## src/hdl/mic_params.svh

```systemverilog
/* pdm capture constants
   mic clock divider, decimation window, sample width and fifo size */
`ifndef MIC_PARAMS_SVH
`define MIC_PARAMS_SVH
`default_nettype none

// mclk cycles per mic bit period
`define MIC_CLK_DIV 4
// pdm bits folded into one sample
`define PDM_DECIM 16
// wide enough for a count of 0..PDM_DECIM
`define SAMPLE_W 8
`define FIFO_ADR_W 3
`define FIFO_DEPTH (1 << `FIFO_ADR_W)

`default_nettype wire
`endif

```

## src/hdl/apb_regs_pkg.sv

```systemverilog
/* apb register map of the mic capture block
   register offsets and control/status word layouts */
`include "mic_params.svh"
`default_nettype none

package apb_regs_pkg;

   typedef enum logic [7:0] {
      REG_CTRL   = 8'h00,
      REG_STATUS = 8'h04,
      REG_DATA   = 8'h08
   } reg_addr_e;

   typedef struct packed {
      logic [28:0] rsvd;
      logic        ovf_clr;  // write 1 clears overflow
      logic        flush;    // self clearing
      logic        enable;
   } ctrl_t;

   typedef struct packed {
      logic [31-(`FIFO_ADR_W+5):0] rsvd_hi;
      logic [`FIFO_ADR_W:0]        level;
      logic                        rsvd_3;
      logic                        overflow;
      logic                        full;
      logic                        empty;
   } status_t;

endpackage

`default_nettype wire

```

## src/hdl/mic_pkg.sv

```systemverilog
/* audio side types
   samples and fifo fill level shared by front end, fifo and interface */
`include "mic_params.svh"
`default_nettype none

package mic_pkg;

   // one decimated sample, ones count of a window
   typedef logic [`SAMPLE_W-1:0] sample_t;

   // one bit wider than the address so a full fifo fits
   typedef logic [`FIFO_ADR_W:0] fifo_level_t;

endpackage

`default_nettype wire

```

## src/hdl/fifo_if.sv

```systemverilog
/* sample fifo access bundle
   push side from the front end, pop side for the register block */
`default_nettype none

interface fifo_if
   import mic_pkg::*;
();

   logic        push;
   sample_t     push_data;
   logic        pop;
   logic        flush;
   logic        ovf_clr;
   sample_t     pop_data;
   logic        empty;
   logic        full;
   fifo_level_t level;
   logic        overflow;

   modport fifo_side (
      input  push, push_data, pop, flush, ovf_clr,
      output pop_data, empty, full, level, overflow
   );

   modport reader (
      output pop, flush, ovf_clr,
      input  pop_data, empty, full, level, overflow
   );

endinterface

`default_nettype wire

```

## src/hdl/mic_apb_regs.sv

```systemverilog
/* apb register window of the mic capture block
   control, status and data registers, data reads pop the fifo */
`default_nettype none

module mic_apb_regs
   import apb_regs_pkg::*;
(
   input  logic        mclk,
   input  logic        reset,
   input  logic        psel,
   input  logic        penable,
   input  logic        pwrite,
   input  logic [7:0]  paddr,
   input  logic [31:0] pwdata,
   output logic [31:0] prdata,
   output logic        pready,
   output logic        pslverr,
   output logic        enable,
   fifo_if.reader      q
);

   reg_addr_e addr;
   ctrl_t     wr_ctrl;
   ctrl_t     rd_ctrl;
   status_t   status;
   logic      access;
   logic      ctrl_wr;

   assign access  = psel & penable;
   assign addr    = reg_addr_e'(paddr);
   assign wr_ctrl = ctrl_t'(pwdata);
   assign pready  = 1'b1;   // no wait states

   assign ctrl_wr = access & pwrite & (addr == REG_CTRL);

   // one cycle strobes, taken on the edge that ends the access phase
   assign q.flush   = ctrl_wr & wr_ctrl.flush;
   assign q.ovf_clr = ctrl_wr & wr_ctrl.ovf_clr;
   assign q.pop     = access & ~pwrite & (addr == REG_DATA) & ~q.empty;

   always_ff @(posedge mclk)
   begin
      if (reset)
         enable <= 1'b0;
      else if (ctrl_wr)
         enable <= wr_ctrl.enable;
   end

   // flush and ovf_clr always read back as 0
   always_comb
   begin
      rd_ctrl        = '0;
      rd_ctrl.enable = enable;
   end

   always_comb
   begin
      status          = '0;
      status.empty    = q.empty;
      status.full     = q.full;
      status.overflow = q.overflow;
      status.level    = q.level;
   end

   always_comb
   begin
      prdata  = '0;
      pslverr = 1'b0;
      if (access)
      begin
         case (addr)
            REG_CTRL:
            begin
               if (!pwrite)
                  prdata = rd_ctrl;
            end
            REG_STATUS:
            begin
               if (pwrite)
                  pslverr = 1'b1;   // read only
               else
                  prdata = status;
            end
            REG_DATA:
            begin
               if (pwrite || q.empty)
                  pslverr = 1'b1;   // empty read returns 0
               else
                  prdata = 32'(q.pop_data);
            end
            default: pslverr = 1'b1;
         endcase
      end
   end

endmodule

`default_nettype wire

```

## src/hdl/mic_capture_top.sv

```systemverilog
/* pdm microphone capture top
   front end into the sample fifo, read out through apb registers */
`default_nettype none

module mic_capture_top
   import mic_pkg::*;
(
   input  logic        mclk,
   input  logic        reset,
   input  logic        mic_data,
   input  logic        psel,
   input  logic        penable,
   input  logic        pwrite,
   input  logic [7:0]  paddr,
   input  logic [31:0] pwdata,
   output logic        mic_clk,
   output logic [31:0] prdata,
   output logic        pready,
   output logic        pslverr
);

   fifo_if  q ();
   sample_t sample;
   logic    sample_valid;
   logic    enable;

   pdm_capture i_pdm_capture (
      .mclk         (mclk),
      .reset        (reset),
      .enable       (enable),
      .mic_data     (mic_data),
      .mic_clk      (mic_clk),
      .sample       (sample),
      .sample_valid (sample_valid)
   );

   // every finished window goes straight into the fifo
   assign q.push      = sample_valid;
   assign q.push_data = sample;

   sample_fifo i_sample_fifo (
      .mclk  (mclk),
      .reset (reset),
      .q     (q)
   );

   mic_apb_regs i_mic_apb_regs (
      .mclk    (mclk),
      .reset   (reset),
      .psel    (psel),
      .penable (penable),
      .pwrite  (pwrite),
      .paddr   (paddr),
      .pwdata  (pwdata),
      .prdata  (prdata),
      .pready  (pready),
      .pslverr (pslverr),
      .enable  (enable),
      .q       (q)
   );

endmodule

`default_nettype wire

```

## src/hdl/pdm_capture.sv

```systemverilog
/* pdm microphone front end
   bit clock from mclk, one sample per window as a count of ones */
`include "mic_params.svh"
`default_nettype none

module pdm_capture
   import mic_pkg::*;
(
   input  logic    mclk,
   input  logic    reset,
   input  logic    enable,
   input  logic    mic_data,
   output logic    mic_clk,
   output sample_t sample,
   output logic    sample_valid
);

   localparam int DIV_W = $clog2(`MIC_CLK_DIV);
   localparam int BIT_W = $clog2(`PDM_DECIM);

   logic [DIV_W-1:0] div_cnt;
   logic [BIT_W-1:0] bit_cnt;   // bits taken in the current window
   sample_t          ones_cnt;
   logic             bit_tick;
   logic             last_bit;

   // high for the first half of the bit period
   assign mic_clk = enable & (div_cnt < DIV_W'(`MIC_CLK_DIV / 2));

   // count 0 is the cycle after the mic_clk rising edge
   assign bit_tick = enable & (div_cnt == '0);
   assign last_bit = bit_tick & (bit_cnt == BIT_W'(`PDM_DECIM - 1));

   always_ff @(posedge mclk)
   begin
      if (reset || !enable)
         div_cnt <= '0;
      else if (div_cnt == DIV_W'(`MIC_CLK_DIV - 1))
         div_cnt <= '0;
      else
         div_cnt <= div_cnt + 1'b1;
   end

   always_ff @(posedge mclk)
   begin
      if (reset || !enable)
      begin
         bit_cnt  <= '0;
         ones_cnt <= '0;
      end
      else if (last_bit)
      begin
         bit_cnt  <= '0;   // next window starts empty
         ones_cnt <= '0;
      end
      else if (bit_tick)
      begin
         bit_cnt  <= bit_cnt + 1'b1;
         ones_cnt <= ones_cnt + sample_t'(mic_data);
      end
   end

   always_ff @(posedge mclk)
   begin
      if (reset)
         sample_valid <= 1'b0;
      else
         sample_valid <= last_bit;
   end

   // last bit of the window folded in here
   always_ff @(posedge mclk)
   begin
      if (last_bit)
         sample <= ones_cnt + sample_t'(mic_data);
   end

endmodule

`default_nettype wire

```

## src/hdl/sample_fifo.sv

```systemverilog
/* circular sample fifo, first word fall through
   drops pushes when full and keeps a sticky overflow flag */
`include "mic_params.svh"
`default_nettype none

module sample_fifo
   import mic_pkg::*;
(
   input logic   mclk,
   input logic   reset,
   fifo_if.fifo_side q
);

   localparam int DEPTH = `FIFO_DEPTH;

   sample_t                mem [DEPTH];
   logic [`FIFO_ADR_W-1:0] wr_ptr;
   logic [`FIFO_ADR_W-1:0] rd_ptr;
   fifo_level_t            level_r;
   logic                   overflow_r;
   logic                   do_push;
   logic                   do_pop;
   logic                   drop;

   assign q.empty    = (level_r == '0);
   assign q.full     = (level_r == fifo_level_t'(DEPTH));
   assign q.level    = level_r;
   assign q.overflow = overflow_r;
   assign q.pop_data = mem[rd_ptr];   // oldest entry, no read latency

   // full wins over a pop in the same cycle, so the push is lost
   assign do_push = q.push & ~q.full;
   assign do_pop  = q.pop & ~q.empty;
   assign drop    = q.push & q.full;

   always_ff @(posedge mclk)
   begin
      if (do_push)
         mem[wr_ptr] <= q.push_data;
   end

   always_ff @(posedge mclk)
   begin
      if (reset || q.flush)
      begin
         wr_ptr  <= '0;
         rd_ptr  <= '0;
         level_r <= '0;
      end
      else
      begin
         if (do_push)
            wr_ptr <= wr_ptr + 1'b1;   // wraps at depth
         if (do_pop)
            rd_ptr <= rd_ptr + 1'b1;
         case ({do_push, do_pop})
            2'b10:   level_r <= level_r + 1'b1;
            2'b01:   level_r <= level_r - 1'b1;
            default: level_r <= level_r;
         endcase
      end
   end

   // sticky, a drop in the clearing cycle still counts
   always_ff @(posedge mclk)
   begin
      if (reset)
         overflow_r <= 1'b0;
      else if (drop)
         overflow_r <= 1'b1;
      else if (q.ovf_clr)
         overflow_r <= 1'b0;
   end

endmodule

`default_nettype wire

```

## config.mk

```make
export PLATFORM = sky130hd
export DESIGN_NAME = mic_capture_top
export DESIGN_NICKNAME = d
export VERILOG_FILES = /design/src/hdl/apb_regs_pkg.sv /design/src/hdl/mic_pkg.sv /design/src/hdl/fifo_if.sv /design/src/hdl/mic_apb_regs.sv /design/src/hdl/mic_capture_top.sv /design/src/hdl/pdm_capture.sv /design/src/hdl/sample_fifo.sv
export VERILOG_INCLUDE_DIRS = /design/src /design/src/hdl
export SDC_FILE = /design/constraint.sdc
export NUM_CORES = 1
export LEC_CHECK = 0
export ABC_AREA = 1
export BUFFER_PORTS_ARGS = -buffer_cell sky130_fd_sc_hd__clkbuf_2
export CORE_UTILIZATION = 28
export DETAILED_ROUTE_END_ITERATION = 8
export SETUP_SLACK_MARGIN = 0.3
export SLEW_MARGIN = 25
export SYNTH_ARGS = -nofsm -noshare
export SYNTH_HDL_FRONTEND = slang
export SYNTH_SLANG_ARGS = --single-unit
```

## constraint.sdc

```tcl
create_clock -name mclk -period 2.85 [get_ports mclk]
set_input_delay 0.4275 -clock mclk [delete_from_list [all_inputs] [get_ports mclk]]
set_output_delay 0.4275 -clock mclk [all_outputs]
set_load 0.01 [all_outputs]
```

==> impl_metrics.yaml, run 1 <==
critical_path:
  worst_r2r_path_depth: 15
  critPathTopFamily: "buffers and inverters"
  cp-endpoint: "prdata[7]"
  number_of_cells_on_the_critical_path: 9
  crit_arrival_ns: 1.95
  critical_path.slowest_cell: "dfxtp_1"
  timing.critical_path.required_ns: 2.42
  cp_cell_sequence: "buf_4, buf_4, nor2_1, nor2_1, o21ai_0, nand3_1, nand3_1, a21oi_1, clkbuf_2"
  critical_path.startpoint_type: "flop"
  rr_endpoint: "i_sample_fifo.q.level[2]"
  timing.critical_path.fanout_max: 20
  regToRegStartpoint: "i_sample_fifo.q.level[0]"
  critPathMaxStageDelay_ns: 0.31
  flop_to_flop_setup_slack_ns: 0.56
  path_class: "reg -> out"
  endpoint_kind: "primary output"
  path_buf_inv: 3
timing:
  hold-worst-slack_ns: 0.315
  finalCritPeriodShare_pct: 83.3
  final_max_slew_viol_count: 0
  rsz0062_at_grt: "no"
  hold_viol: 0
  max-slew-margin-rel_pct: 58.7
  report.final.setup_viol: 0
  setup_ws_ns: 0.476
  timing_worst_slew_pin_value_ns: 0.619
  setup_skew_ns: 0.00860
  tns_ns: 0
  fin_crit_ns: 2.37
  fmax_mhz: 421
synthesis:
  synth_seq_area_share_pct: 57.6
  synth-async-reset-ratio_pct: 0
  synth.yosys.warnings: 0
  synth_flop_cell: "edfxtp_1"
  synth.distinct_cells: 38
  synth_top_cell_by_area: "edfxtp_1"
  postSynthRegisterBits: 102
  post-synth-top-area-fraction_pct: 45.0
  synthMostInstantiatedCell: "nor2_1"
  synthesis.instances: 483
  ys_top_cells_by_area: "edfxtp_1, dfxtp_1, nor2_1"
  syn_area_um2: 4800
  syn-mean-instance-area_um2: 9.94
  yosys-top-cells-count: "nor2_1, edfxtp_1, nand2_1"
  synth_enable_flop_cells: 72
drt:
  total_length_of_routed_wires_um: 9550
  detail-route-antenna-nets: 0
  viasPerCell: 4.36
  detail_route.first_pass.iterations: 4
  num_vias: 3223
  routedWlPerCell_um: 12.9
  drt_drc_violations_left: 0
  drt_first_iter_violations: 202
placement:
  numPortBuffers: 26
  placement.setup.worst_slack_ns: 0.387
  place.detailed.hpwl_um: 6640
  placed_cells: 723
  gp_routability_congestion: 0.803
floorplan:
  fp.dieH_um: 133
  io_pins: 81
  start_util_pct: 28.8
  placementRows: 47
  fp.coreArea_um2: 16600
  die_w_um: 133
  design.die.area_um2: 17700
final_layout:
  drive_gt1_share_pct: 16.6
  antennaDiodeCount: 0
  cell_count_final_fillers_out: 739
  nNetsFinal: 570
  syn_to_final_growth_pct: 12.0
clock_network:
  cts_hold_buffers: 0
  cts_made_buffers: 9
  clk_pin_slew_ns: 0.07
  cts_num_sinks: 102
  post_cts_resized: 0
  post_cts_setup_buffers: 0
  cts_htree_levels: 3
  insertion_delay_to_the_later_sink_of_the_worst_skew_pair_ns: 0.34
  cts-root-to-sink-buffers: 2
  cts_tree: "done"
  cts_root_buffer: "clkbuf_16"
global_routing:
  grtUsageTotal_pct: 11.1
  grt_pass1_vias: 3114
  grt_max_degree: 33
  global_route.overflow_total: 0
  first_pass_grt_wire_length_um: 15300
  number_of_antenna_violations_at_the_first_check_in_global_routing: 0
outcome:
  outcome: "finished, final reports clean"
pwr:
  leakage_nw: 2.10
  pwr_cell_area_nw_per_um2: 517
  ir_drop_v: 0.000235
hold_path:
  class_of_the_most_critical_hold_timing_path: "in -> reg"
flow_run:
  max_cap_viols: 0
==> state kept, by name (all words and copies together), names as in the netlist, 2 cells and up, named ones only <==
name / flops
i_sample_fifo.q.level: 4
i_sample_fifo.rd_ptr: 3
i_sample_fifo.wr_ptr: 3
i_pdm_capture.sample: 8
i_pdm_capture.div_cnt: 2
i_pdm_capture.ones_cnt: 8
i_sample_fifo.mem: 64
i_pdm_capture.bit_cnt: 4
==> cell families (layout without fill, tap and decap cells) <==
logic type | Yosys count | count (layout) | share of synthesized area, %
and+or+nand+nor | 218 | 218 | 22.1
DFF | 102 | 102 | 57.6
buffers and inverters | 77 | 90 | 8.81
AOI/OAI and AO/OA | 64 | 64 | 6.93
adders and majority gates | 10 | 10 | 2.61
xor gates and xnor gates | 10 | 10 | 1.82
other | 2 | 25 | 0.156
==> cell usage in the layout, fill, tap and decap left out, types with 3 or more instances in the layout <==
| master | n |
|---|---|
| inv_2 | 7 |
| a21oi_1 | 25 |
| clkbuf_2 | 26 |
| nor2_2 | 6 |
| nor2_4 | 3 |
| o21ai_1 | 17 |
| clkbuf_8 | 3 |
| nand3_1 | 37 |
| edfxtp_1 | 72 |
| o21ai_0 | 17 |
| dfxtp_1 | 30 |
| nor2_1 | 79 |
| nand4_1 | 6 |
| clkbuf_16 | 9 |
| xor2_1 | 9 |
| nand2_1 | 65 |
| ha_1 | 10 |
| nand3_2 | 3 |
| buf_4 | 9 |
| inv_1 | 31 |
| nand2_2 | 3 |
| conb_1 | 25 |
==> power breakdown <==
part	total (mW)	switching, mW	internal, mW
sequential	1.57	0.0000156	1.57
clock	1.16	0.498	0.663
combinational	0.0522	0.0386	0.0135
==> how the worst min path moves through the flow <==
stage / start / to / slack, ns / cells past startpoint
2_1_floorplan: i_pdm_capture.div_cnt[0] / i_pdm_capture.div_cnt[0] / 0.43 / 1
3_3_place_gp: i_pdm_capture.div_cnt[0] / i_pdm_capture.div_cnt[0] / 0.44 / 1
3_5_place_dp: i_pdm_capture.div_cnt[0] / i_pdm_capture.div_cnt[0] / 0.45 / 1
4_1_cts: reset / i_sample_fifo.q.overflow / 0.31 / 2
5_1_grt: reset / i_pdm_capture.sample_valid / 0.32 / 2
6_report: reset / i_sample_fifo.q.overflow / 0.32 / 2
==> final cells by class <==
class	instances	area (µm²)
sequential	102	2760
inverter	39	149
tap	220	275
clock inverter	3	18.8
fill	1679	11300
timing repair buffer	35	198
multi-input combinational	327	1700
clock buffer	13	270
==> stage by stage <==
step                      util [%]  power [mW]  cell area [µm²]
after CTS                     32.3        2.80             5370
after global placement        30.5        1.65             5080
after detailed placement      30.5        1.65             5080
after global routing          32.3        2.87             5370
final                         32.3        2.78             5370
after floorplan                  -        1.66             4890
==> routing by layer <==
metal  GRT usage (%)  part of all wire, %
met1            13.3                   43
met2            20.3                   52
met3            1.57                  3.8
met4            3.90                  1.3
met5               0                    0
==> worst reg2reg max path, cell delays in order (launching register included) <==
cell	delay, ns
dfxtp_1	0.47
nor2_2	0.11
nand3_4	0.11
nand2_4	0.08
nor2_8	0.21
nand2_4	0.10
inv_2	0.08
ha_1	0.21
nand2_1	0.09
inv_1	0.08
nor2_2	0.05
ha_1	0.18
a21oi_1	0.15
xnor2_1	0.14
nand2_1	0.07
a21oi_1	0.12
Power figures use the tool's default switching activity.
==> inputs of run 2 (changes only) <==
==> constraint.sdc (replaced) <==
create_clock -name mclk -period 2.25 [get_ports mclk]
set_input_delay 0.3375 -clock mclk [delete_from_list [all_inputs] [get_ports mclk]]
set_output_delay 0.3375 -clock mclk [all_outputs]
set_load 0.01 [all_outputs]
==> run 2 against run 1 <==
Compared with the run above: flip-flop and latch count is the same; core utilization up 2.1 points; sequential share of layout area down 2.8 points; die area unchanged; final area grew 6.5%; clock skew decreased by 0.0026 ns; register-to-register slack lost 0.21 ns; via count is 2.5% higher; sequential power grew 26%; non-clock buffer count rose by 17; first-iteration DRC count rose by 10%.
==> impl_metrics.yaml, run 2 (synthesis gave the netlist of run 1 again) <==
final_layout:
  nNetsFinal: 587
  mostFrequentLayoutCell: "nor2_1"
  finalCoreUtilization_pct: 34.4
  antennaDiodeCount: 0
  largest_registers: "i_sample_fifo.mem: 64 flops, i_pdm_capture.ones_cnt: 8 flops, i_pdm_capture.sample: 8 flops"
  cell_count_final_fillers_out: 756
  syn_to_final_growth_pct: 19.3
  max_flop_register: "i_sample_fifo.mem"
  layout.cells.most_common_list: "nor2_1, edfxtp_1, nand2_1"
  drive_gt1_share_pct: 23.9
  fillers: 1662
  design_area_um2: 5720
  largest_register_ff_count: 64
clock_network:
  cts_htree_levels: 3
  cts-root-to-sink-buffers: 2
  cts_root_buffer: "clkbuf_16"
  cts_tree: "done"
  insertion_delay_to_the_later_sink_of_the_worst_skew_pair_ns: 0.33
  cts_num_sinks: 102
  cts_made_buffers: 9
  clk_pin_slew_ns: 0.07
drt:
  num_vias: 3305
  detail-route-antenna-nets: 0
  routedWlPerCell_um: 13.0
  drt_drc_violations_left: 0
  viasPerCell: 4.37
  drt_first_iter_violations: 223
  total_length_of_routed_wires_um: 9830
  detail_route.first_pass.iterations: 4
placement:
  numPortBuffers: 26
  placement.setup.worst_slack_ns: -0.00121
  placedInstanceArea_um2: 5160
  gp_routability_congestion: 0.797
  placed_cells: 732
  place.detailed.hpwl_um: 6850
pwr:
  leakage_nw: 2.22
  pwr_cell_area_nw_per_um2: 621
  report.power.total_mw: 3.56
  ir_drop_v: 0.000341
global_routing:
  grt_pass1_vias: 3255
  global_route.overflow_total: 0
  grtUsageTotal_pct: 11.6
  number_of_antenna_violations_at_the_first_check_in_global_routing: 0
  first_pass_grt_wire_length_um: 16000
  grt_max_degree: 17
timing:
  fin_crit_ns: 1.95
  hold_viol: 0
  rsz0062_at_grt: "yes"
  final_max_slew_viol_count: 0
  fmax_mhz: 512
  hold-worst-slack_ns: 0.231
  setup_skew_ns: 0.00601
  report.final.setup_viol: 0
  tns_ns: 0
  setup_ws_ns: 0.297
  finalCritPeriodShare_pct: 86.8
critical_path:
  crit_arrival_ns: 1.62
  critical_path.slowest_cell: "dfxtp_2"
  cp_cell_sequence: "inv_4, nand3_4, nand2_4, nor2_8, buf_12, nand3_2, a21oi_2, buf_2"
  critical_path.startpoint_type: "flop"
  timing.critical_path.required_ns: 1.91
  endpoint_kind: "primary output"
  timing.critical_path.fanout_max: 7
  path_class: "reg -> out"
  critPathMaxStageDelay_ns: 0.36
floorplan:
  placementRows: 47
  fp.coreArea_um2: 16600
  start_util_pct: 28.8
  fp.dieH_um: 133
  design.die.area_um2: 17700
  die_w_um: 133
  io_pins: 81
outcome:
  outcome: "finished, final reports clean"
flow_run:
  max_cap_viols: 0
hold_path:
  class_of_the_most_critical_hold_timing_path: "in -> reg"
run 2: cell count changes in the layout (fill, tap and decap cells not counted), moves of 3 or more:
cell,previous run,this run
dfxtp_1,30,24
buf_6,0,4
a21oi_2,2,7
dfxtp_4,0,4
buf_2,0,3
nor2_4,3,6
nand3_1,37,30
buf_4,9,19
nor2_1,79,76
clkbuf_2,26,23
clkbuf_8,3,0
nand3_2,3,8
a21oi_1,25,19
run 2: path summary, 6_finish.rpt:
check                                              start                          to  slack, ns  depth (start not counted)
worst min register to register  i_sample_fifo.q.overflow    i_sample_fifo.q.overflow       0.47                          2
worst max register to register  i_sample_fifo.q.level[2]    i_sample_fifo.q.level[2]       0.35                         15
worst min-delay path                               reset  i_pdm_capture.sample_valid       0.23                          2
worst max-delay path            i_sample_fifo.q.level[2]                   prdata[1]       0.30                          8
run 2: what timing repair did:
item / in CTS / in global routing
setup endpoints to repair: 11 / 11
endpoints found under the hold margin: 0 / 0
pin swaps: 10 / 13
gates resized for setup: 39 / 17
setup buffers: 6 / 2
hold buffers: 0 / 0
gates cloned: 0 / 0
run 2: report_power, final:
group	leakage [nW]	switching (mW)	internal (mW)	total, mW
sequential	0.931	0.0000187	1.98	1.98
clock	0.141	0.644	0.865	1.51
combinational	1.15	0.0505	0.0176	0.0682
run 2: worst max-delay path, delay by kind of cell (launching register included):
| kind | cells | cell delay [ns] |
|---|---|---|
| buffers and inverters | 3 | 0.35 |
| AO/OA/AOI/OAI | 1 | 0.13 |
| AND/OR/NAND/NOR | 4 | 0.43 |
| flip-flops | 1 | 0.36 |
run 2: cell type report:
class / instances / area (µm²) / share of cell area (%)
clock buffers: 11 / 233 / 4.07
clock inverters: 5 / 60.1 / 1.05
inverters: 39 / 159 / 2.78
multi-input cells: 327 / 1840 / 32.2
flip-flops and latches: 102 / 2780 / 48.6
well taps: 220 / 275 / 4.81
repair buffers: 52 / 373 / 6.51
run 2: per-layer routing:
| metal | vias up | global-route usage [%] | routed length [µm] |
|---|---|---|---|
| li1 | 1672 | - | - |
| met3 | 14 | 1.61 | 216 |
| met1 | 1568 | 14.2 | 4360 |
| met4 | 0 | 3.64 | 122 |
| met5 | - | 0 | 0 |
| met2 | 51 | 20.8 | 5130 |
==> inputs of run 3 (changes only) <==
==> constraint.sdc (replaced) <==
create_clock -name mclk -period 2.4 [get_ports mclk]
set_input_delay 0.36 -clock mclk [delete_from_list [all_inputs] [get_ports mclk]]
set_output_delay 0.36 -clock mclk [all_outputs]
set_load 0.01 [all_outputs]
==> run 3 against run 2 <==
Compared with the run above: non-clock buffer count fell by 4; sequential share of layout area rose by 0.79 points; worst hold slack improved by 0.0052 ns; flip-flop and latch count did not move; sequential power fell by 7%; routed wire length rose by 2.2%; via count barely moved; clock power barely moved; critical path depth did not move; critical endpoint is now prdata[0]; largest cell class unchanged; largest power group unchanged; highest routed layer unchanged.
==> impl_metrics.yaml, run 3 (synthesis gave the netlist of run 1 again) <==
pwr:
  power.share.combinational_pct: 1.8
  seq_power_share_pct: 54.3
  power.internal_mw: 2.77
  pwr_cell_area_nw_per_um2: 605
  leakage_nw: 2.19
  switch_pwr_mw: 0.642
  clock_power_share_pct: 43.9
  switching_share_pct: 18.8
  ir_drop_v: 0.000410
placement:
  placed_cells: 725
  gp_routability_congestion: 0.784
  placedInstanceArea_um2: 5100
  placement.setup.worst_slack_ns: 0.110
  numPortBuffers: 26
  place.detailed.hpwl_um: 6800
drt:
  drt_first_iter_violations: 205
  detail_route.first_pass.iterations: 4
  detail-route-antenna-nets: 0
  total_length_of_routed_wires_um: 10000
  drt_drc_violations_left: 0
  viasPerCell: 4.39
  num_vias: 3302
  routedWlPerCell_um: 13.4
timing:
  hold_viol: 0
  report.final.setup_viol: 0
  timing_worst_slew_pin_value_ns: 0.568
  setup_ws_ns: 0.342
  setup_skew_ns: 0.00783
  fin_crit_ns: 2.06
  tns_ns: 0
  final_max_slew_viol_count: 0
  fmax_mhz: 486
  finalCritPeriodShare_pct: 85.8
  max-slew-margin-rel_pct: 62.1
  rsz0062_at_grt: "yes"
hold_path:
  hold_path.startpoint: "reset"
  class_of_the_most_critical_hold_timing_path: "in -> reg"
final_layout:
  largest_registers: "i_sample_fifo.mem: 64 flops, i_pdm_capture.ones_cnt: 8 flops, i_pdm_capture.sample: 8 flops"
  antennaDiodeCount: 0
  design_area_um2: 5640
  fillers: 1643
  mostFrequentLayoutCell: "nor2_1"
  cell_count_final_fillers_out: 752
  largest_register_ff_count: 64
  finalCoreUtilization_pct: 33.9
  syn_to_final_growth_pct: 17.6
  max_flop_register: "i_sample_fifo.mem"
  layout.cells.most_common_list: "nor2_1, edfxtp_1, nand2_1"
  drive_gt1_share_pct: 21.6
  nNetsFinal: 583
global_routing:
  grtUsageTotal_pct: 11.4
  global_route.overflow_total: 0
  number_of_antenna_violations_at_the_first_check_in_global_routing: 0
  grt_pass1_vias: 3110
  first_pass_grt_wire_length_um: 15500
  grt_max_degree: 33
clock_network:
  cts_htree_levels: 3
  cts_hold_buffers: 0
  insertion_delay_to_the_later_sink_of_the_worst_skew_pair_ns: 0.34
  cts_tree: "done"
  cts-root-to-sink-buffers: 2
  cts_made_buffers: 9
  cts_num_sinks: 102
  cts_root_buffer: "clkbuf_16"
  clk_pin_slew_ns: 0.07
critical_path:
  timing.critical_path.required_ns: 2.04
  regToRegStartpoint: "i_sample_fifo.q.level[1]"
  path_class: "reg -> out"
  timing.critical_path.fanout_max: 7
  crit_arrival_ns: 1.70
  critical_path.startpoint_type: "flop"
  cp-startpoint: "i_sample_fifo.q.level[2]"
  endpoint_kind: "primary output"
floorplan:
  fp.coreArea_um2: 16600
  fp.dieH_um: 133
  placementRows: 47
  die_w_um: 133
  design.die.area_um2: 17700
  io_pins: 81
  start_util_pct: 28.8
flow_run:
  max_cap_viols: 0
outcome:
  outcome: "finished, final reports clean"
[run 3: changes by cell type in the layout (fill, tap and decap cells not counted), moves of 2 or more]
| cell | previous run | this run |
|---|---|---|
| buf_6 | 4 | 0 |
| nand3_1 | 30 | 34 |
| clkinv_4 | 3 | 0 |
| nor2_1 | 76 | 79 |
| buf_4 | 19 | 17 |
| clkbuf_16 | 9 | 11 |
| clkinv_2 | 0 | 2 |
| dfxtp_2 | 2 | 0 |
| dfxtp_4 | 4 | 6 |
| nand3_2 | 8 | 6 |
| nand3_4 | 4 | 2 |
| nor2_4 | 6 | 4 |
[run 3: layout make-up]
type                    instances  area [µm²]  share of cell area [%]
clock inverters                 6        77.6                    1.37
flip-flops and latches        102        2790                    49.4
inverters                      39         156                    2.77
well taps                     220         275                    4.88
repair buffers                 48         358                    6.34
clock buffers                  10         229                    4.06
multi-input cells             327        1760                    31.2
[run 3: worst paths after layout]
| kind | depth (start not counted) | to | slack [ns] |
|---|---|---|---|
| max | 8 | prdata[0] | 0.34 |
| min | 2 | i_sample_fifo.q.overflow | 0.24 |
| max reg2reg | 15 | i_sample_fifo.q.level[2] | 0.40 |
| min reg2reg | 1 | i_pdm_capture.div_cnt[0] | 0.46 |
[run 3: metrics by stage]
stage | hold slack [ns] | total power [mW]
2_1_floorplan | 0.428 | 1.97
3_3_place_gp | 0.439 | 1.96
3_5_place_dp | 0.456 | 1.96
4_1_cts | 0.227 | 3.45
5_1_grt | 0.233 | 3.52
6_report | 0.236 | 3.41
[run 3: repair_timing]
item,4_1_cts,5_1_grt
buffers inserted,0,9
hold endpoints to repair,0,0
endpoints found under the setup margin,9,9
cloned,0,2
pin swaps,1,12
gates resized for setup,19,24
[run 3: power by group through the flow]
| stage | Clock [mW] | Combinational, mW | Sequential (mW) |
|---|---|---|---|
| finish | 1.50 | 0.0623 | 1.85 |
| detailed placement | 0 | 0.0609 | 1.90 |
| floorplan | 0 | 0.0698 | 1.90 |
| global placement | 0 | 0.0601 | 1.90 |
| global route | 1.60 | 0.0689 | 1.85 |
| CTS | 1.53 | 0.0611 | 1.86 |
[run 3: worst max-delay path: stages, from the launching register on]
cell and delay (ns):
dfxtp_4 0.37, inv_2 0.07, nand3_4 0.12, nand2_4 0.08, nor2_8 0.13, buf_8 0.15, nand3_2 0.11, a21oi_2 0.16
clkbuf_2 0.15
[run 3: layer usage]
layer	GRT usage, %	wire [µm]	vias to the layer above	part of all wire (%)
li1	-	-	1661	-
met1	14.1	4270	1572	43
met2	19.3	5060	56	50
met3	2.87	498	13	5.0
met4	3.96	223	0	2.2
met5	0	0	-	0
